File: config.mk
export PLATFORM = sky130hd
export DESIGN_NAME = color_tracker
export DESIGN_NICKNAME = d
export VERILOG_FILES = /design/src/verilog/tracker_pkg.sv /design/src/verilog/bounding_box.sv /design/src/verilog/center_of_mass.sv /design/src/verilog/color_tracker.sv /design/src/verilog/mask_stage.sv /design/src/verilog/overlay_render.sv /design/src/verilog/rgb_to_ycrcb.sv
export SDC_FILE = /design/constraint.sdc
export NUM_CORES = 1
export LEC_CHECK = 0
export BUFFER_PORTS_ARGS = -buffer_cell sky130_fd_sc_hd__clkbuf_2
export CORE_ASPECT_RATIO = 0.5
export CORE_UTILIZATION = 40
export DETAILED_ROUTE_END_ITERATION = 12
export PLACE_DENSITY = 0.6
export SETUP_SLACK_MARGIN = 0.5
export SLEW_MARGIN = 0
export SYNTH_ARGS = -nofsm -noshare
export SYNTH_HDL_FRONTEND = slang
export SYNTH_HIERARCHICAL = 1
export SYNTH_SLANG_ARGS = --single-unit
File: constraint.sdc
create_clock -name clk_pixel -period 7.8 [get_ports clk_pixel]
set_clock_uncertainty 0.15 [all_clocks]
set_input_delay 0.78 -clock clk_pixel [delete_from_list [all_inputs] [get_ports clk_pixel]]
set_output_delay 0.78 -clock clk_pixel [all_outputs]
set_load 0.01 [all_outputs]
File: src/verilog/tracker_pkg.sv
package tracker_pkg;

  // coordinate widths, same as the video timing counters
  localparam int h_w = 11;
  localparam int v_w = 10;
  localparam int pix_w = 8;  // one colour channel

  // latency of the mask path from input beat to mask bit
  localparam int pipe_lat = 4;
  localparam int ycrcb_lat = 3;  // colour converter depth

  // fixed green band of the saber, inclusive on both ends
  localparam logic [pix_w-1:0] saber_lo = 8'h30;
  localparam logic [pix_w-1:0] saber_hi = 8'h50;

  localparam logic [pix_w-1:0] crosshair_level = 8'hF2;  // light grey
  localparam logic [pix_w-1:0] box_level = 8'hFF;  // white

  // centre of mass sums and divider width
  localparam int sum_w = 32;
  localparam int div_cnt_w = $clog2(sum_w);  // bit counter of the divider

  // channel select codes, 3 and 7 give a zero channel
  typedef enum logic [2:0] {
    ch_green  = 3'd0,
    ch_red    = 3'd1,
    ch_blue   = 3'd2,
    ch_zero_a = 3'd3,
    ch_y      = 3'd4,
    ch_cr     = 3'd5,
    ch_cb     = 3'd6,
    ch_zero_b = 3'd7
  } channel_e;

  // divider sequence, x first and then y
  typedef enum logic [1:0] {
    idle,
    divide_x,
    divide_y,
    done
  } div_state_e;

  typedef struct packed {
    logic [h_w-1:0] hcount;
    logic [v_w-1:0] vcount;
    logic [15:0]    rgb565;     // camera pixel, 5-6-5
    logic           active;     // inside the active picture
    logic           new_frame;  // single beat at the frame boundary
  } video_beat_t;

  typedef struct packed {
    logic [pix_w-1:0] r;
    logic [pix_w-1:0] g;
    logic [pix_w-1:0] b;
  } rgb_t;

  typedef struct packed {
    logic [h_w-1:0] x_min;
    logic [v_w-1:0] y_min;
    logic [h_w-1:0] x_max;
    logic [v_w-1:0] y_max;
    logic           empty;  // no shirt pixel in the frame
  } box_t;

  typedef struct packed {
    box_t           box;
    logic [h_w-1:0] saber_x;
    logic [v_w-1:0] saber_y;
  } location_t;

  // box value with nothing in it
  localparam box_t box_none = '{x_min: '0, y_min: '0, x_max: '0, y_max: '0, empty: 1'b1};

endpackage
File: src/verilog/bounding_box.sv
`timescale 1ns/100ps

module bounding_box import tracker_pkg::*; (
  input  logic        clk_pixel,
  input  logic        sys_rst,
  input  video_beat_t beat_d,
  input  logic        shirt_mask,
  output box_t        box,        // extremes of the frame just ended
  output logic        box_valid   // one beat after the frame pulse
);

  logic [h_w-1:0] x_min_q, x_max_q;  // running extremes
  logic [v_w-1:0] y_min_q, y_max_q;
  logic           seen_q;            // at least one mask pixel this frame

  always_ff @(posedge clk_pixel) begin
    if (sys_rst) begin
      seen_q    <= 1'b0;
      x_min_q   <= '1;
      y_min_q   <= '1;
      x_max_q   <= '0;
      y_max_q   <= '0;
      box       <= box_none;
      box_valid <= 1'b0;
    end else begin
      box_valid <= beat_d.new_frame;
      if (beat_d.new_frame) begin
        // publish, then restart with the boundary beat itself
        box.x_min <= x_min_q;
        box.y_min <= y_min_q;
        box.x_max <= x_max_q;
        box.y_max <= y_max_q;
        box.empty <= ~seen_q;
        seen_q    <= shirt_mask;
        x_min_q   <= shirt_mask ? beat_d.hcount : '1;
        y_min_q   <= shirt_mask ? beat_d.vcount : '1;
        x_max_q   <= shirt_mask ? beat_d.hcount : '0;
        y_max_q   <= shirt_mask ? beat_d.vcount : '0;
      end else if (shirt_mask) begin
        seen_q <= 1'b1;
        if (beat_d.hcount < x_min_q) begin
          x_min_q <= beat_d.hcount;
        end
        if (beat_d.hcount > x_max_q) begin
          x_max_q <= beat_d.hcount;
        end
        if (beat_d.vcount < y_min_q) begin
          y_min_q <= beat_d.vcount;
        end
        if (beat_d.vcount > y_max_q) begin
          y_max_q <= beat_d.vcount;
        end
      end
    end
  end

  // a published box that is not empty must be well ordered
  a_box_order: assert property (@(posedge clk_pixel) disable iff (sys_rst)
    box_valid && !box.empty |-> (box.x_min <= box.x_max) && (box.y_min <= box.y_max));

endmodule

File: src/verilog/center_of_mass.sv
`timescale 1ns/100ps

module center_of_mass import tracker_pkg::*; (
  input  logic           clk_pixel,
  input  logic           sys_rst,
  input  video_beat_t    beat_d,
  input  logic           saber_mask,
  output logic [h_w-1:0] saber_x,      // floor of mean hcount
  output logic [v_w-1:0] saber_y,      // floor of mean vcount
  output logic           saber_valid
);

  logic [sum_w-1:0]     x_acc, y_acc, n_acc;  // sums of the running frame
  logic [sum_w-1:0]     den_q;                // pixel count of the captured frame
  logic [sum_w-1:0]     num_y_q;              // y sum, waits for divide_y
  logic [sum_w-1:0]     quo_q, rem_q;
  logic [sum_w:0]       rem_shift, rem_sub;
  logic [sum_w-1:0]     quo_next, rem_next;
  logic                 q_bit;
  logic                 start_req, start;
  logic                 last_bit;
  logic [div_cnt_w-1:0] bit_cnt;
  div_state_e           state;

  assign start_req = beat_d.new_frame && (n_acc != '0);
  assign start = start_req && (state == idle);  // busy divider drops the frame

  // one restoring step, dividend shifted in msb first through quo_q
  assign rem_shift = {rem_q, quo_q[sum_w-1]};
  assign rem_sub = rem_shift - {1'b0, den_q};
  assign q_bit = ~rem_sub[sum_w];  // no borrow
  assign rem_next = q_bit ? rem_sub[sum_w-1:0] : rem_shift[sum_w-1:0];
  assign quo_next = {quo_q[sum_w-2:0], q_bit};
  assign last_bit = (bit_cnt == div_cnt_w'(sum_w - 1));

  assign saber_valid = (state == done);

  always_ff @(posedge clk_pixel) begin
    if (sys_rst) begin
      x_acc <= '0;
      y_acc <= '0;
      n_acc <= '0;
    end else if (beat_d.new_frame) begin
      // boundary beat belongs to the next frame
      x_acc <= saber_mask ? sum_w'(beat_d.hcount) : '0;
      y_acc <= saber_mask ? sum_w'(beat_d.vcount) : '0;
      n_acc <= sum_w'(saber_mask);
    end else if (saber_mask) begin
      x_acc <= x_acc + sum_w'(beat_d.hcount);
      y_acc <= y_acc + sum_w'(beat_d.vcount);
      n_acc <= n_acc + 1'b1;
    end
  end

  always_ff @(posedge clk_pixel) begin
    if (sys_rst) begin
      state   <= idle;
      bit_cnt <= '0;
    end else begin
      case (state)
        idle: begin
          bit_cnt <= '0;
          if (start) state <= divide_x;
        end
        divide_x: begin
          bit_cnt <= bit_cnt + 1'b1;  // wraps to zero for the y pass
          if (last_bit) state <= divide_y;
        end
        divide_y: begin
          bit_cnt <= bit_cnt + 1'b1;
          if (last_bit) state <= done;
        end
        done:    state <= idle;  // one beat of saber_valid
        default: state <= idle;
      endcase
    end
  end

  // divider datapath
  always_ff @(posedge clk_pixel) begin
    if (start) begin
      den_q   <= n_acc;
      quo_q   <= x_acc;
      num_y_q <= y_acc;
      rem_q   <= '0;
    end else if (state == divide_x && last_bit) begin
      saber_x <= quo_next[h_w-1:0];
      quo_q   <= num_y_q;  // reload for the y quotient
      rem_q   <= '0;
    end else if (state == divide_x || state == divide_y) begin
      quo_q <= quo_next;
      rem_q <= rem_next;
      if (state == divide_y && last_bit) begin
        saber_y <= quo_next[v_w-1:0];
      end
    end
  end

  // a frame pulse while busy must leave the captured frame alone
  a_no_busy_start: assert property (@(posedge clk_pixel) disable iff (sys_rst)
    start_req && (state != idle) |=> $stable(den_q) && $stable(num_y_q));

endmodule

File: src/verilog/color_tracker.sv
`timescale 1ns/100ps

module color_tracker import tracker_pkg::*; (
  input  logic        clk_pixel,
  input  logic        sys_rst,
  input  video_beat_t beat,          // one pixel beat per clock
  input  channel_e    channel_sel,   // channel for the shirt mask
  input  logic [3:0]  lower_nib,     // shirt window, upper nibble of the bound
  input  logic [3:0]  upper_nib,
  output rgb_t        pixel_out,     // 5 beats after the input beat
  output logic        pixel_active,
  output location_t   location,
  output logic        box_update,
  output logic        saber_update
);

  video_beat_t    beat_d;
  rgb_t           rgb_d;
  logic           shirt_mask, saber_mask;
  box_t           box;
  logic           box_valid;
  logic [h_w-1:0] saber_x;
  logic [v_w-1:0] saber_y;
  logic           saber_valid;

  mask_stage u_mask (
    .clk_pixel   (clk_pixel),
    .sys_rst     (sys_rst),
    .beat        (beat),
    .channel_sel (channel_sel),
    .lower_nib   (lower_nib),
    .upper_nib   (upper_nib),
    .beat_d      (beat_d),
    .rgb_d       (rgb_d),
    .shirt_mask  (shirt_mask),
    .saber_mask  (saber_mask)
  );

  bounding_box u_bbox (
    .clk_pixel  (clk_pixel),
    .sys_rst    (sys_rst),
    .beat_d     (beat_d),
    .shirt_mask (shirt_mask),
    .box        (box),
    .box_valid  (box_valid)
  );

  center_of_mass u_com (
    .clk_pixel   (clk_pixel),
    .sys_rst     (sys_rst),
    .beat_d      (beat_d),
    .saber_mask  (saber_mask),
    .saber_x     (saber_x),
    .saber_y     (saber_y),
    .saber_valid (saber_valid)
  );

  overlay_render u_overlay (
    .clk_pixel    (clk_pixel),
    .sys_rst      (sys_rst),
    .beat_d       (beat_d),
    .rgb_d        (rgb_d),
    .box          (box),
    .box_valid    (box_valid),
    .saber_x      (saber_x),
    .saber_y      (saber_y),
    .saber_valid  (saber_valid),
    .pixel_out    (pixel_out),
    .pixel_active (pixel_active),
    .location     (location),
    .box_update   (box_update),
    .saber_update (saber_update)
  );

endmodule

File: src/verilog/mask_stage.sv
`timescale 1ns/100ps

module mask_stage import tracker_pkg::*; (
  input  logic        clk_pixel,
  input  logic        sys_rst,
  input  video_beat_t beat,
  input  channel_e    channel_sel,
  input  logic [3:0]  lower_nib,
  input  logic [3:0]  upper_nib,
  output video_beat_t beat_d,      // beat delayed to line up with the masks
  output rgb_t        rgb_d,
  output logic        shirt_mask,
  output logic        saber_mask
);

  rgb_t             rgb_in;               // 565 expanded to 888
  rgb_t             rgb_pipe [pipe_lat];  // camera pixel delay line
  video_beat_t      beat_pipe [pipe_lat];
  rgb_t             rgb_conv;             // rgb in step with y/cr/cb
  logic [pix_w-1:0] y, cr, cb;
  logic [pix_w-1:0] selected;
  logic [pix_w-1:0] lower_th, upper_th;

  // low bits padded with zeros
  assign rgb_in.r = {beat.rgb565[15:11], 3'b000};
  assign rgb_in.g = {beat.rgb565[10:5], 2'b00};
  assign rgb_in.b = {beat.rgb565[4:0], 3'b000};

  assign lower_th = {lower_nib, 4'b0000};
  assign upper_th = {upper_nib, 4'b0000};

  rgb_to_ycrcb u_ycrcb (
    .clk_pixel (clk_pixel),
    .sys_rst   (sys_rst),
    .rgb       (rgb_in),
    .y         (y),
    .cr        (cr),
    .cb        (cb)
  );

  always_ff @(posedge clk_pixel) begin
    rgb_pipe[0] <= rgb_in;
    for (int i = 1; i < pipe_lat; i++) rgb_pipe[i] <= rgb_pipe[i-1];
  end

  // beat delay line with the frame flags
  always_ff @(posedge clk_pixel) begin
    if (sys_rst) begin
      for (int i = 0; i < pipe_lat; i++) beat_pipe[i] <= '0;
    end else begin
      beat_pipe[0] <= beat;
      for (int i = 1; i < pipe_lat; i++) beat_pipe[i] <= beat_pipe[i-1];
    end
  end

  assign rgb_conv = rgb_pipe[ycrcb_lat-1];
  assign beat_d = beat_pipe[pipe_lat-1];
  assign rgb_d = rgb_pipe[pipe_lat-1];

  always_comb begin
    case (channel_sel)
      ch_green:             selected = rgb_conv.g;
      ch_red:               selected = rgb_conv.r;
      ch_blue:              selected = rgb_conv.b;
      ch_y:                 selected = y;
      ch_cr:                selected = cr;
      ch_cb:                selected = cb;
      ch_zero_a, ch_zero_b: selected = '0;  // unused codes
      default:              selected = '0;
    endcase
  end

  // both windows inclusive, only inside active picture
  always_ff @(posedge clk_pixel) begin
    if (sys_rst) begin
      shirt_mask <= 1'b0;
      saber_mask <= 1'b0;
    end else begin
      shirt_mask <= beat_pipe[pipe_lat-2].active && (selected >= lower_th) &&
                    (selected <= upper_th);
      saber_mask <= beat_pipe[pipe_lat-2].active && (rgb_conv.g >= saber_lo) &&
                    (rgb_conv.g <= saber_hi);
    end
  end

endmodule

File: src/verilog/overlay_render.sv
`timescale 1ns/100ps

module overlay_render import tracker_pkg::*; (
  input  logic           clk_pixel,
  input  logic           sys_rst,
  input  video_beat_t    beat_d,
  input  rgb_t           rgb_d,
  input  box_t           box,
  input  logic           box_valid,
  input  logic [h_w-1:0] saber_x,
  input  logic [v_w-1:0] saber_y,
  input  logic           saber_valid,
  output rgb_t           pixel_out,
  output logic           pixel_active,
  output location_t      location,      // player location register
  output logic           box_update,    // high with the new box in location
  output logic           saber_update
);

  logic on_cross;  // pixel on the saber crosshair lines
  logic in_box;    // pixel inside the shirt box, edges included

  always_ff @(posedge clk_pixel) begin
    if (sys_rst) begin
      location.box     <= box_none;
      location.saber_x <= '0;
      location.saber_y <= '0;
      box_update       <= 1'b0;
      saber_update     <= 1'b0;
    end else begin
      box_update   <= box_valid;
      saber_update <= saber_valid;
      if (box_valid) begin
        location.box <= box;
      end
      if (saber_valid) begin
        location.saber_x <= saber_x;
        location.saber_y <= saber_y;
      end
    end
  end

  always_comb begin
    on_cross = (beat_d.hcount == location.saber_x) || (beat_d.vcount == location.saber_y);
    in_box   = !location.box.empty &&
               (beat_d.hcount >= location.box.x_min) && (beat_d.hcount <= location.box.x_max) &&
               (beat_d.vcount >= location.box.y_min) && (beat_d.vcount <= location.box.y_max);
  end

  always_ff @(posedge clk_pixel) begin
    if (sys_rst) begin
      pixel_active <= 1'b0;
    end else begin
      pixel_active <= beat_d.active;
    end
  end

  // crosshair over box over camera, black in blanking
  always_ff @(posedge clk_pixel) begin
    if (!beat_d.active) begin
      pixel_out <= '0;
    end else if (on_cross) begin
      pixel_out <= {3{crosshair_level}};
    end else if (in_box) begin
      pixel_out <= {3{box_level}};
    end else begin
      pixel_out <= rgb_d;
    end
  end

endmodule

File: src/verilog/rgb_to_ycrcb.sv
`timescale 1ns/100ps

// BT.601 studio range, coefficients scaled by 256
module rgb_to_ycrcb import tracker_pkg::*; (
  input  logic             clk_pixel,
  input  logic             sys_rst,
  input  rgb_t             rgb,
  output logic [pix_w-1:0] y,
  output logic [pix_w-1:0] cr,
  output logic [pix_w-1:0] cb
);

  logic signed [17:0] r_s, g_s, b_s;  // zero extended channels
  // stage 1, one product per coefficient
  logic signed [17:0] y_r, y_g, y_b;
  logic signed [17:0] cr_r, cr_g, cr_b;
  logic signed [17:0] cb_r, cb_g, cb_b;
  // stage 2, sums with the offset folded in at 256x
  logic signed [17:0] y_sum, cr_sum, cb_sum;

  assign r_s = {10'd0, rgb.r};
  assign g_s = {10'd0, rgb.g};
  assign b_s = {10'd0, rgb.b};

  // drop the 256 scale and saturate into 8 bits
  function automatic logic [pix_w-1:0] clamp8(input logic signed [17:0] v);
    logic signed [17:0] s;
    s = v >>> 8;
    if (s < 0) return '0;
    else if (s > 18'sd255) return 8'hFF;
    else return s[pix_w-1:0];
  endfunction

  always_ff @(posedge clk_pixel) begin
    y_r  <= 18'sd66 * r_s;
    y_g  <= 18'sd129 * g_s;
    y_b  <= 18'sd25 * b_s;
    cr_r <= 18'sd112 * r_s;
    cr_g <= 18'sd94 * g_s;   // subtracted below
    cr_b <= 18'sd18 * b_s;   // subtracted below
    cb_r <= 18'sd38 * r_s;   // subtracted below
    cb_g <= 18'sd74 * g_s;   // subtracted below
    cb_b <= 18'sd112 * b_s;
  end

  always_ff @(posedge clk_pixel) begin
    y_sum  <= y_r + y_g + y_b + 18'sd4096;         // +16
    cr_sum <= cr_r - cr_g - cr_b + 18'sd32768;     // +128
    cb_sum <= cb_b - cb_r - cb_g + 18'sd32768;     // +128
  end

  // stage 3
  always_ff @(posedge clk_pixel) begin
    if (sys_rst) begin
      y  <= '0;
      cr <= '0;
      cb <= '0;
    end else begin
      y  <= clamp8(y_sum);
      cr <= clamp8(cr_sum);
      cb <= clamp8(cb_sum);
    end
  end

endmodule

**After elaboration in Yosys (flattened, before gate mapping)**

Memories as Yosys holds them, arrays and structs flattened.
Index checks and enable logic that the tools add are counted.

- Flip-flop bits (word level): 635
- RAM bits: 252
- Input port bits: 52
- Output and inout bits: 91
- Word-level logic and storage cells: 213
- Memories: 2

- Add/subtract/negate cells: 14
- Multiply operators: 9
- Magnitude comparators: 18
- Equal/unequal tests: 16
- Muxes and demuxes: 48
- Bitwise gates (word level): 9
- Reductions and logical operators: 41

Memories:

| memory | words | bits a word | rd ports | clocked after Yosys merged registers in | write ports | line | text |
|---|---|---|---|---|---|---|---|
| u_mask.beat_pipe | 4 | 39 | 4 | 0 | 4 | mask_stage.sv:18 | `video_beat_t beat_pipe [pipe_lat];` |
| u_mask.rgb_pipe | 4 | 24 | 4 | 0 | 4 | mask_stage.sv:17 | `rgb_t rgb_pipe [pipe_lat];` |

Operator list:

| kind | count |
|---|---|
| 32-bit two-way mux | 8 |
| 39-bit two-way mux | 4 |
| 11-bit two-way mux | 9 |
| 10-bit two-way mux | 9 |
| 18-bit subtractor | 4 |
| 8-bit case mux with 7 select lines | 1 |
| 24-bit two-way mux | 2 |
| 18-bit by 17-bit adder with 18-bit output (second input constant) | 2 |
| 18-bit adder | 2 |
| 33-bit by 32-bit subtractor with 33-bit output | 1 |
| 32-bit by 1-bit adder with 32-bit output (second input constant) | 1 |
| 32-bit by 10-bit adder with 32-bit output | 1 |
| 32-bit by 11-bit adder with 32-bit output | 1 |
| 32-bit nonzero test | 1 |
| 10-bit by 9-bit > comparator with 1-bit output (second input constant) | 3 |
| 10-bit by 1-bit less-than comparator with 1-bit output (second input constant) | 3 |
| 6-bit by 6-bit multiplier with 12-bit output (first input constant) | 2 |
| 8-bit two-way mux | 3 |
| 5-bit by 5-bit multiplier with 10-bit output (first input constant) | 2 |
| 18-bit by 14-bit adder with 18-bit output (second input constant) | 1 |
| 3-bit by 5-bit multiplier with 8-bit output (first input constant) | 2 |
| 2-bit OR reduction | 8 |
| 8-bit by 6-bit multiplier with 14-bit output (first input constant) | 1 |
| 2-bit nonzero test | 7 |
| other kinds (39) | 77 |

**Logic depth before layout (Yosys ltp)**

Gate-level depths: netlist of the first run.
An unclocked memory read counts as a cell.

- Depth after elaboration: 8
- Depth in mapped cells: 14
- Depth with buffers taken out: 14

**Hierarchy**

The synthesis of the first run kept the hierarchy.

Modules (own cells, without submodules):

| module | instances | cells an instance | area an instance (um^2) | seq. area each (um^2) |
|---|---|---|---|---|
| center_of_mass | 1 | 1,309 | 12,737.2 | 6,216.0 |
| rgb_to_ycrcb | 1 | 987 | 10,314.9 | 3,223.1 |
| mask_stage | 1 | 486 | 6,075.8 | 4,444.3 |
| overlay_render | 1 | 438 | 4,316.6 | 1,821.7 |
| bounding_box | 1 | 413 | 3,988.8 | 1,741.7 |

**Worst setup path after synthesis of the first run**

OpenSTA, ideal clock, no wires.

- Kind: input to register
- From: in beat[10] in the netlist's numbering
- To: reg u_mask.u_ycrcb.cr_g[14]
- Library setup time: 0.072 ns
- Arrival: 3.791 ns
- Required time: 7.578 ns
- Path slack: 3.786 ns
- Stages on the path: 11
- Path buffers: 0
- Path through: fa_1 > inv_1 > fa_1 > fa_1 > inv_1 > ha_1 > o21a_1 > a2111oi_0 > o31ai_1 > a21oi_1 > xnor2_1

- Word-level cells in the longest chain between the ends: 1

Ends and longest elaborated chain:

| element | line | text |
|---|---|---|
| from (decl) | color_tracker.sv:6 | `input video_beat_t beat,` |
| 6-bit by 6-bit multiplier with 12-bit output | rgb_to_ycrcb.sv:39 | `cr_g <= 18'sd94 * g_s;` |
| to (signal assigned) | rgb_to_ycrcb.sv:39 |  |
| to (decl) | rgb_to_ycrcb.sv:16 | `logic signed [17:0] cr_r, cr_g, cr_b;` |

Every way passes these cells.
A chain may end at the register's enable or synchronous reset.

**Final worst setup path of the first run**

Ends and elaborated chain as after synthesis.

==> results of run 1 <==
## layout make-up
| cell class | count | area [sq um] | area share (%) |
|---|---|---|---|
| clock buffers | 92 | 2010 | 4.99 |
| clock inverters | 39 | 508 | 1.26 |
| inverters | 347 | 1300 | 3.23 |
| multi-input cells | 2338 | 17900 | 44.5 |
| flip-flops and latches | 749 | 16200 | 40.2 |
| well taps | 1185 | 1480 | 3.68 |
| repair buffers | 159 | 860 | 2.13 |
## per-stage QoR
stage	setup slack, ps	cells
2_1_floorplan	3790	3559
3_3_place_gp	3150	4778
3_5_place_dp	3140	4778
4_1_cts	3750	4909
5_1_grt	3460	4909
6_report	3740	4909
## power by group through the flow
stage,clock (W),sequential (W),combinational (W)
global placement,0,0.00467,0.00329
detailed placement,0,0.00468,0.00336
global route,0.00401,0.00463,0.00385
finish,0.00374,0.00459,0.00337
CTS,0.00386,0.00459,0.00339
floorplan,0,0.00459,0.00271
## sequential cells by signal, summed over array words and instances, names as in the netlist, 12 cells and up
signal / flops
u_bbox/box: 43
u_com/den_q: 32
u_com/n_acc: 32
u_com/num_y_q: 32
u_com/quo_q: 32
u_com/rem_q: 32
u_com/x_acc: 32
u_com/y_acc: 32
u_mask/beat_pipe: 92
u_mask/rgb_pipe: 64
u_mask/u_ycrcb/cb_g: 12
u_mask/u_ycrcb/cb_r: 12
u_mask/u_ycrcb/cr_g: 13
u_mask/u_ycrcb/y_b: 13
u_mask/u_ycrcb/y_g: 16
u_mask/u_ycrcb/y_r: 14
u_overlay/location: 64
u_overlay/pixel_out: 24
## worst min path at each step
stage	startpoint	to	slack [ps]
detailed placement	u_mask/rgb_pipe[0][3]	u_mask/rgb_pipe[1][3]	160
finish	u_mask/rgb_pipe[1][5]	u_mask/rgb_pipe[2][5]	170
global route	beat[33]	u_mask/beat_pipe[0][33]	160
CTS	beat[31]	u_mask/beat_pipe[0][31]	130
floorplan	u_mask/rgb_pipe[0][10]	u_mask/rgb_pipe[1][10]	160
global placement	u_mask/rgb_pipe[0][22]	u_mask/rgb_pipe[1][22]	160
## layout by cell type (no fill, tap or decap), drive strengths merged, types with 51 or more instances in the layout
cell type / count
xor2: 104
o21ai: 123
clkbuf: 234
nand3: 60
nor2b: 118
conb: 59
xnor2: 105
inv: 353
nor2: 312
a21oi: 186
ha: 353
nand2: 180
edfxtp: 117
dfxtp: 632
o21a: 66
a21o: 51
mux2i: 178
fa: 80
## metal layers
layer  global-route usage (%)  up-vias  share of wire, %
li1                         -    12200                 -
met1                     23.6    11500                47
met2                     29.7      339                47
met3                     3.06      105               3.8
met4                     4.76        0               1.9
met5                        0        -                 0
## worst max-delay path, stage by stage
cell and delay [ps]:
clkbuf_2 260, fa_1 620, inv_1 60, fa_1 480
fa_1 550, inv_1 40, ha_1 320, o21a_1 210
a2111oi_0 680, o31ai_1 150, a21oi_1 200, xnor2_1 130
==> results.sh, run 1 <==
export IMPL_cts_buffers=72
export IMPL_cp_startpoint="beat[10]"
export IMPL_synth_area_sq_mm=0.0357
export IMPL_ctsHoldBuffers=0
export IMPL_final_area_sq_mm=0.0403
export IMPL_die_area_sq_mm=0.0906
export IMPL_critPathMaxFanout=11
export IMPL_clk_pin_slew_ps=60
export IMPL_fmax_mhz=246
export IMPL_io_buffers=142
export IMPL_endpoint="u_mask/u_ycrcb/cr_g[14]"
export IMPL_min_period_ps=4060
export IMPL_globalRouteTotalUtil_pct=17.7
export IMPL_n_antenna_cell=0
export IMPL_irDropWorstVdd_uv=147
export IMPL_worstSetupEndpointType="flip-flop"
export IMPL_setup_violations=0
export IMPL_critical_path_class="in -> reg"
export IMPL_cts_setup_buffers=0
export IMPL_critPathArrivalTime_ps=4490
export IMPL_drc=0
export IMPL_grt_pass1_vias=23600
export IMPL_grt_pass1_wl_mm=127
export IMPL_boundaryPins=143
export IMPL_sw_frac_of_total_pct=31.2
export IMPL_synth_warnings=6
export IMPL_postSynthCellCount=3501
export IMPL_power_total_w=0.0117
export IMPL_synth_area_per_cell_sq_um=10.2
export IMPL_switching_power_w=0.00365
export IMPL_cts_num_sinks=749
export IMPL_cts_buffer_depth=3
export IMPL_fill_cells=8381
export IMPL_power_density_mw_per_mm2=291
export IMPL_drive_gt1_share_pct=8.57
export IMPL_hpwl_mm=56.6
export IMPL_cts_htree_levels=3
export IMPL_place_area_sq_mm=0.0378
export IMPL_finalCritPeriodShare_pct=52.1
export IMPL_grt_overflow=0
export IMPL_r2r_end="u_com/rem_q[9]"
export IMPL_startpoint_type="input port"
export IMPL_ant_nets=0
export IMPL_gp_congestion=0.836
export IMPL_fin_nets=4152
export IMPL_first_pass_iters=8
export IMPL_drt_wl_total_mm=79.3
export IMPL_power_share_clock_pct=32.0
export IMPL_rsz0062_at_grt="no"
export IMPL_report_final_slew_viol_count=0
export IMPL_core_area_sq_mm=0.0884
export IMPL_tightest_slew_ps=1140
export IMPL_area_growth_pct=12.7
export IMPL_grt_max_degree=142
export IMPL_maxSlewHeadroom_pct=23.7
export IMPL_finalSetupTns_ps=0
export IMPL_antenna_found_initial=0
export IMPL_reg2reg_depth=12
export IMPL_fin_util_pct=45.5
export IMPL_p_comb_share_pct=28.8
export IMPL_die_w_um=425
export IMPL_holdCritPathClass="reg -> reg"
export IMPL_wire_per_inst_um=16.2
export IMPL_drv_cap=0
export IMPL_dr_first_iter_drc_count=1212
export IMPL_finalHoldViolCount=0
export IMPL_clkLatencyLatePin_ps=640
export IMPL_dieHeight_um=213
export IMPL_vias=24100
export IMPL_p_leak_nw=17.9
export IMPL_start_util_pct=40.4
export IMPL_r2r_slack_ps=3790
export IMPL_hold_slack_ps=172
export IMPL_status="finished clean"
export IMPL_ctsResizeCount=0
export IMPL_p_seq_share_pct=39.2
export IMPL_cts_tree="yes"
export IMPL_r2r_start="u_com/den_q[0]"
export IMPL_worst_ep_required_time_ps=8230
export IMPL_cts_root_buf="clkbuf_16"
export IMPL_worstHoldPathCells=0
export IMPL_avgViaCountPerCell=4.91
export IMPL_std_cell_rows=77
export IMPL_power_internal_w=0.00805
(Power assumes the default switching activity.)
==> run 2: changes to the inputs <==
--- a/config.mk
+++ b/config.mk
@@ -5,11 +5,12 @@
 export SDC_FILE = /design/constraint.sdc
 export NUM_CORES = 1
 export LEC_CHECK = 0
+export ABC_AREA = 1
 export BUFFER_PORTS_ARGS = -buffer_cell sky130_fd_sc_hd__clkbuf_2
 export CORE_ASPECT_RATIO = 0.5
 export CORE_UTILIZATION = 40
 export DETAILED_ROUTE_END_ITERATION = 12
-export PLACE_DENSITY = 0.6
+export PLACE_DENSITY = 0.62
 export SETUP_SLACK_MARGIN = 0.5
 export SLEW_MARGIN = 0
 export SYNTH_ARGS = -nofsm -noshare
==> constraint.sdc (replaced) <==
create_clock -name clk_pixel -period 3.5 [get_ports clk_pixel]
set_clock_uncertainty 0.15 [all_clocks]
set_input_delay 0.35 -clock clk_pixel [delete_from_list [all_inputs] [get_ports clk_pixel]]
set_output_delay 0.35 -clock clk_pixel [all_outputs]
set_load 0.01 [all_outputs]
==> results.sh, run 2 <==
export IMPL_status="finished clean"
export IMPL_endpoint="u_mask/u_ycrcb/cb_g[13]"
export IMPL_wire_per_inst_um=15.3
export IMPL_cts_setup_buffers=0
export IMPL_synth_warnings=6
export IMPL_gp_congestion=0.883
export IMPL_grt_overflow=0
export IMPL_postSynthCellCount=5049
export IMPL_regMostFlops="u_mask/beat_pipe"
export IMPL_cp_startpoint="beat[12]"
export IMPL_largestRegisters="u_mask/beat_pipe: 92 flops, u_mask/rgb_pipe: 64 flops, u_overlay/location: 64 flops"
export IMPL_critPathMaxFanout=10
export IMPL_finalSetupTns_ps=0
export IMPL_drc=0
export IMPL_vias=32300
export IMPL_fin_cells=6687
export IMPL_die_area_sq_mm=0.100
export IMPL_std_cell_rows=81
export IMPL_drt_wl_total_mm=102
export IMPL_setup_violations=0
export IMPL_grt_max_degree=85
export IMPL_finalCritPeriodShare_pct=82.4
export IMPL_area_growth_pct=13.6
export IMPL_dr_first_iter_drc_count=2116
export IMPL_dp_cells=6512
export IMPL_min_period_ps=2880
export IMPL_start_util_pct=40.4
export IMPL_cts_num_sinks=749
export IMPL_cts_htree_levels=3
export IMPL_rsz0062_at_grt="yes"
export IMPL_fmax_mhz=347
export IMPL_globalRouteTotalUtil_pct=20.2
export IMPL_power_density_mw_per_mm2=612
export IMPL_worst_ep_required_time_ps=3900
export IMPL_report_final_slew_viol_count=0
export IMPL_grt_pass1_vias=30900
export IMPL_reg2reg_depth=16
export IMPL_largest_reg_flops=92
export IMPL_irDropWorstVdd_uv=441
export IMPL_n_antenna_cell=0
export IMPL_r2r_slack_ps=720
export IMPL_p_leak_nw=21.9
export IMPL_synth_area_sq_mm=0.0395
export IMPL_startpoint_type="input port"
export IMPL_tightest_slew_ps=1170
export IMPL_cts_buffers=71
export IMPL_cts_buffer_depth=3
export IMPL_worstSetupEndpointType="flip-flop"
export IMPL_first_pass_iters=6
export IMPL_mostFrequentLayoutCells="nand2_1 (1091), inv_1 (883), dfxtp_1 (631)"
export IMPL_critPathArrivalTime_ps=3280
export IMPL_io_buffers=142
export IMPL_avgViaCountPerCell=4.83
export IMPL_hold_slack_ps=58.3
export IMPL_hpwl_mm=76.8
export IMPL_drv_cap=0
export IMPL_grt_pass1_wl_mm=162
export IMPL_synth_area_per_cell_sq_um=7.83
export IMPL_die_w_um=447
export IMPL_ant_nets=0
export IMPL_critical_path_class="in -> reg"
export IMPL_finalHoldViolCount=0
export IMPL_cts_root_buf="clkbuf_16"
export IMPL_clkLatencyLatePin_ps=660
export IMPL_drive_gt1_share_pct=8.15
export IMPL_maxSlewHeadroom_pct=22.0
export IMPL_r2r_end="u_com/rem_q[5]"
export IMPL_core_area_sq_mm=0.0978
export IMPL_antenna_found_initial=0
export IMPL_fin_nets=5786
export IMPL_r2r_start="u_com/den_q[0]"
export IMPL_cts_tree="yes"
export IMPL_dieHeight_um=224
export IMPL_boundaryPins=143
export IMPL_clk_pin_slew_ps=60
export IMPL_holdCritPathClass="in -> reg"
export IMPL_layout_commonest_cell="nand2_1"
[run 2: how the worst min path moves through the flow]
stage          slack, ps                     end  cells after the start              startpoint
6_report              60  u_mask/rgb_pipe[0][21]                      1                beat[15]
5_1_grt               40  u_mask/rgb_pipe[0][21]                      1                beat[15]
4_1_cts                7       u_mask/shirt_mask                      7            upper_nib[0]
3_5_place_dp         160  u_mask/rgb_pipe[1][21]                      0  u_mask/rgb_pipe[0][21]
3_3_place_gp         160  u_mask/rgb_pipe[2][20]                      0  u_mask/rgb_pipe[1][20]
2_1_floorplan        160  u_mask/rgb_pipe[1][10]                      0  u_mask/rgb_pipe[0][10]
[run 2: metrics by stage]
| step | util, % | total power, W | setup slack (ps) | area (sq um) |
|---|---|---|---|---|
| 6_report | 45.9 | 0.0275 | 618 | 44900 |
| 3_3_place_gp | 42.9 | 0.0193 | 129 | 42000 |
| 3_5_place_dp | 42.9 | 0.0195 | 128 | 42000 |
| 2_1_floorplan | - | 0.0172 | 505 | 39800 |
| 5_1_grt | 45.9 | 0.0295 | 484 | 44900 |
| 4_1_cts | 45.8 | 0.0277 | 574 | 44800 |
[run 2: cell type report]
type / count / area, sq um
clock inverters: 38 / 437
fillers: 9681 / 52900
multi-input cells: 3343 / 19700
well taps: 1328 / 1660
clock buffers: 93 / 2000
inverters: 898 / 3370
repair buffers: 238 / 1560
flip-flops and latches: 749 / 16200
[run 2: per-layer routing]
layer / up-vias / global-route usage, % / part of all wire [%]
li1: 16500 / - / -
met1: 15000 / 27.0 / 47
met2: 628 / 33.8 / 47
met3: 163 / 2.97 / 4.1
met4: 0 / 5.91 / 2.5
met5: - / 0 / 0
[run 2: worst max-delay path: stages]
cell and delay, ps:
clkbuf_2 120, dlygate4sd3_1 560, buf_4 200, ha_1 310, ha_1 310, fa_1 460, ha_1 360, a21oi_1 200
o21ai_2 100, nand4_1 100, nand2_1 80, nand2_1 80, nand2_1 40
[run 2: report_power, final]
part | switching (W) | internal (W) | total (W)
clock network | 0.00352 | 0.00461 | 0.00813
registers | 0.000487 | 0.00991 | 0.0104
logic | 0.00575 | 0.00321 | 0.00896
total | 0.00976 | 0.0177 | 0.0275
[run 2: what timing repair did]
action,4_1_cts,5_1_grt
endpoints found under the setup margin,0,37
hold endpoints to repair,52,0
resized for setup,0,9
hold buffers,39,0
==> run 3: changes to the inputs <==
==> constraint.sdc (replaced) <==
create_clock -name clk_pixel -period 2.4 [get_ports clk_pixel]
set_clock_uncertainty 0.15 [all_clocks]
set_input_delay 0.24 -clock clk_pixel [delete_from_list [all_inputs] [get_ports clk_pixel]]
set_output_delay 0.24 -clock clk_pixel [all_outputs]
set_load 0.01 [all_outputs]
==> results.sh, run 3 (synthesized netlist as in run 2, its figures left out) <==
export IMPL_io_buffers=142
export IMPL_setup_violations=39
export IMPL_dr_first_iter_drc_count=2301
export IMPL_grt_pass1_wl_mm=174
export IMPL_critical_path_class="reg -> reg"
export IMPL_largestRegisters="u_mask/beat_pipe: 92 flops, u_mask/rgb_pipe: 64 flops, u_overlay/location: 64 flops"
export IMPL_wire_per_inst_um=16.1
export IMPL_rsz0062_at_grt="yes"
export IMPL_largest_reg_flops=92
export IMPL_grt_overflow=0
export IMPL_failed_checks="setup timing"
export IMPL_cts_buffer_depth=3
export IMPL_irDropWorstVdd_uv=716
export IMPL_finalHoldViolCount=0
export IMPL_cts_root_buf="clkbuf_16"
export IMPL_antenna_found_initial=0
export IMPL_post_place_ws_ps=-772
export IMPL_dp_cells=6682
export IMPL_status="finished, violations left"
export IMPL_maxSlewHeadroom_pct=36.2
export IMPL_tightest_slew_ps=956
export IMPL_cts_tree="yes"
export IMPL_holdCritPathClass="in -> reg"
export IMPL_core_area_sq_mm=0.0978
export IMPL_clkLatencyLatePin_ps=670
export IMPL_fin_cells=6994
export IMPL_layout_commonest_cell="nand2_1"
export IMPL_globalRouteTotalUtil_pct=21.6
export IMPL_cts_htree_levels=3
export IMPL_fill_cells=8963
export IMPL_hpwl_mm=80.4
export IMPL_hold_slack_ps=51.9
export IMPL_n_antenna_cell=0
export IMPL_avgViaCountPerCell=4.90
export IMPL_critPathMaxFanout=5
export IMPL_vias=34200
export IMPL_fin_nets=6093
export IMPL_setup_ws_ps=-151
export IMPL_worst_ep_required_time_ps=2650
export IMPL_area_growth_pct=29.8
export IMPL_drv_cap=0
export IMPL_drive_gt1_share_pct=24.1
export IMPL_cts_num_sinks=749
export IMPL_die_area_sq_mm=0.100
export IMPL_min_period_ps=2550
export IMPL_worstSetupEndpointType="flip-flop"
export IMPL_first_pass_iters=5
export IMPL_dieHeight_um=224
export IMPL_clk_pin_slew_ps=60
export IMPL_start_util_pct=40.4
export IMPL_critPathArrivalTime_ps=2800
export IMPL_std_cell_rows=81
export IMPL_drc=0
export IMPL_startpoint_type="flip-flop"
export IMPL_report_final_slew_viol_count=0
export IMPL_mostFrequentLayoutCells="nand2_1 (939), inv_1 (805), dfxtp_1 (561)"
export IMPL_gp_congestion=0.902
export IMPL_power_density_mw_per_mm2=897
export IMPL_regMostFlops="u_mask/beat_pipe"
export IMPL_grt_pass1_vias=33200
export IMPL_finalCritPeriodShare_pct=106
export IMPL_p_leak_nw=24.2
export IMPL_cts_buffers=71
export IMPL_drt_wl_total_mm=113
export IMPL_die_w_um=447
export IMPL_grt_max_degree=83
export IMPL_ant_nets=0
export IMPL_boundaryPins=143
export IMPL_fmax_mhz=392
## run 3: changes by cell type in the layout (fill, tap and decap cells not counted), moves of 58 or more
cell     before  now
nand2_2      17  113
buf_4        56  268
ha_1        352  229
nand2_1    1091  939
a21oi_1     292  234
inv_2        14   79
dfxtp_1     631  561
inv_1       883  805
ha_4          1  122
## run 3: cell type report
type,count,area (sq um),share of cell area [%]
timing repair buffer,543,4540,8.85
clock inverter,30,300,0.585
inverter,898,3420,6.66
clock buffer,101,2050,4.00
tap,1328,1660,3.24
multi-input combinational,3345,23100,44.9
sequential,749,16300,31.8
## run 3: where the power goes
group | switching, W | internal [W] | leakage (nW)
Combinational | 0.0113 | 0.00811 | 16.8
Sequential | 0.000751 | 0.0145 | 6.29
Clock | 0.00508 | 0.00637 | 1.15
## run 3: path summary, 6_finish.rpt
path,startpoint,end,slack (ps),cells past startpoint
min reg2reg,u_mask/rgb_pipe[0][15],u_mask/rgb_pipe[1][15],170,0
max reg2reg,u_com/den_q[0],u_com/quo_q[0],-150,16
min,beat[3],u_mask/rgb_pipe[0][4],50,3
max,u_com/den_q[0],u_com/quo_q[0],-150,16
## run 3: routing by layer
layer,global-route usage (%),vias up,wire length [um]
met1,28.3,16200,50500
met2,36.9,760,54300
met3,2.86,180,4790
met4,6.92,0,3080
li1,-,17100,-
met5,0,-,0
## run 3: worst max-delay path, stage by stage, from the launching register on
cell and delay, ps:
edfxtp_1 420, ha_4 190, fa_2 370, inv_2 70, nand3_2 60, nand2_2 110, nand2_2 60, nand2_2 70
nand2_2 70, nand2_4 90, nand2_4 70, nand2_4 70, nand2_4 60, nand2_8 100, buf_6 110, buf_12 120
o211ai_1 80
## run 3: per-stage QoR
stage | power (W) | setup TNS, ps | utilization [%] | area, sq um
floorplan | 0.0266 | -2750 | - | 40900
global placement | 0.0306 | -6920 | 45.5 | 44500
detailed placement | 0.0308 | -8370 | 45.5 | 44500
CTS | 0.0440 | -1490 | 50.3 | 49200
global route | 0.0489 | -7480 | 52.5 | 51300
finish | 0.0460 | -3630 | 52.5 | 51300
## run 3: repair_timing
item,4_1_cts,5_1_grt
setup buffers,57,54
hold buffers,54,1
resized for setup,327,407
endpoints found under the setup margin,333,426
hold endpoints to repair,83,1
pin swaps,145,250
gates cloned,6,9
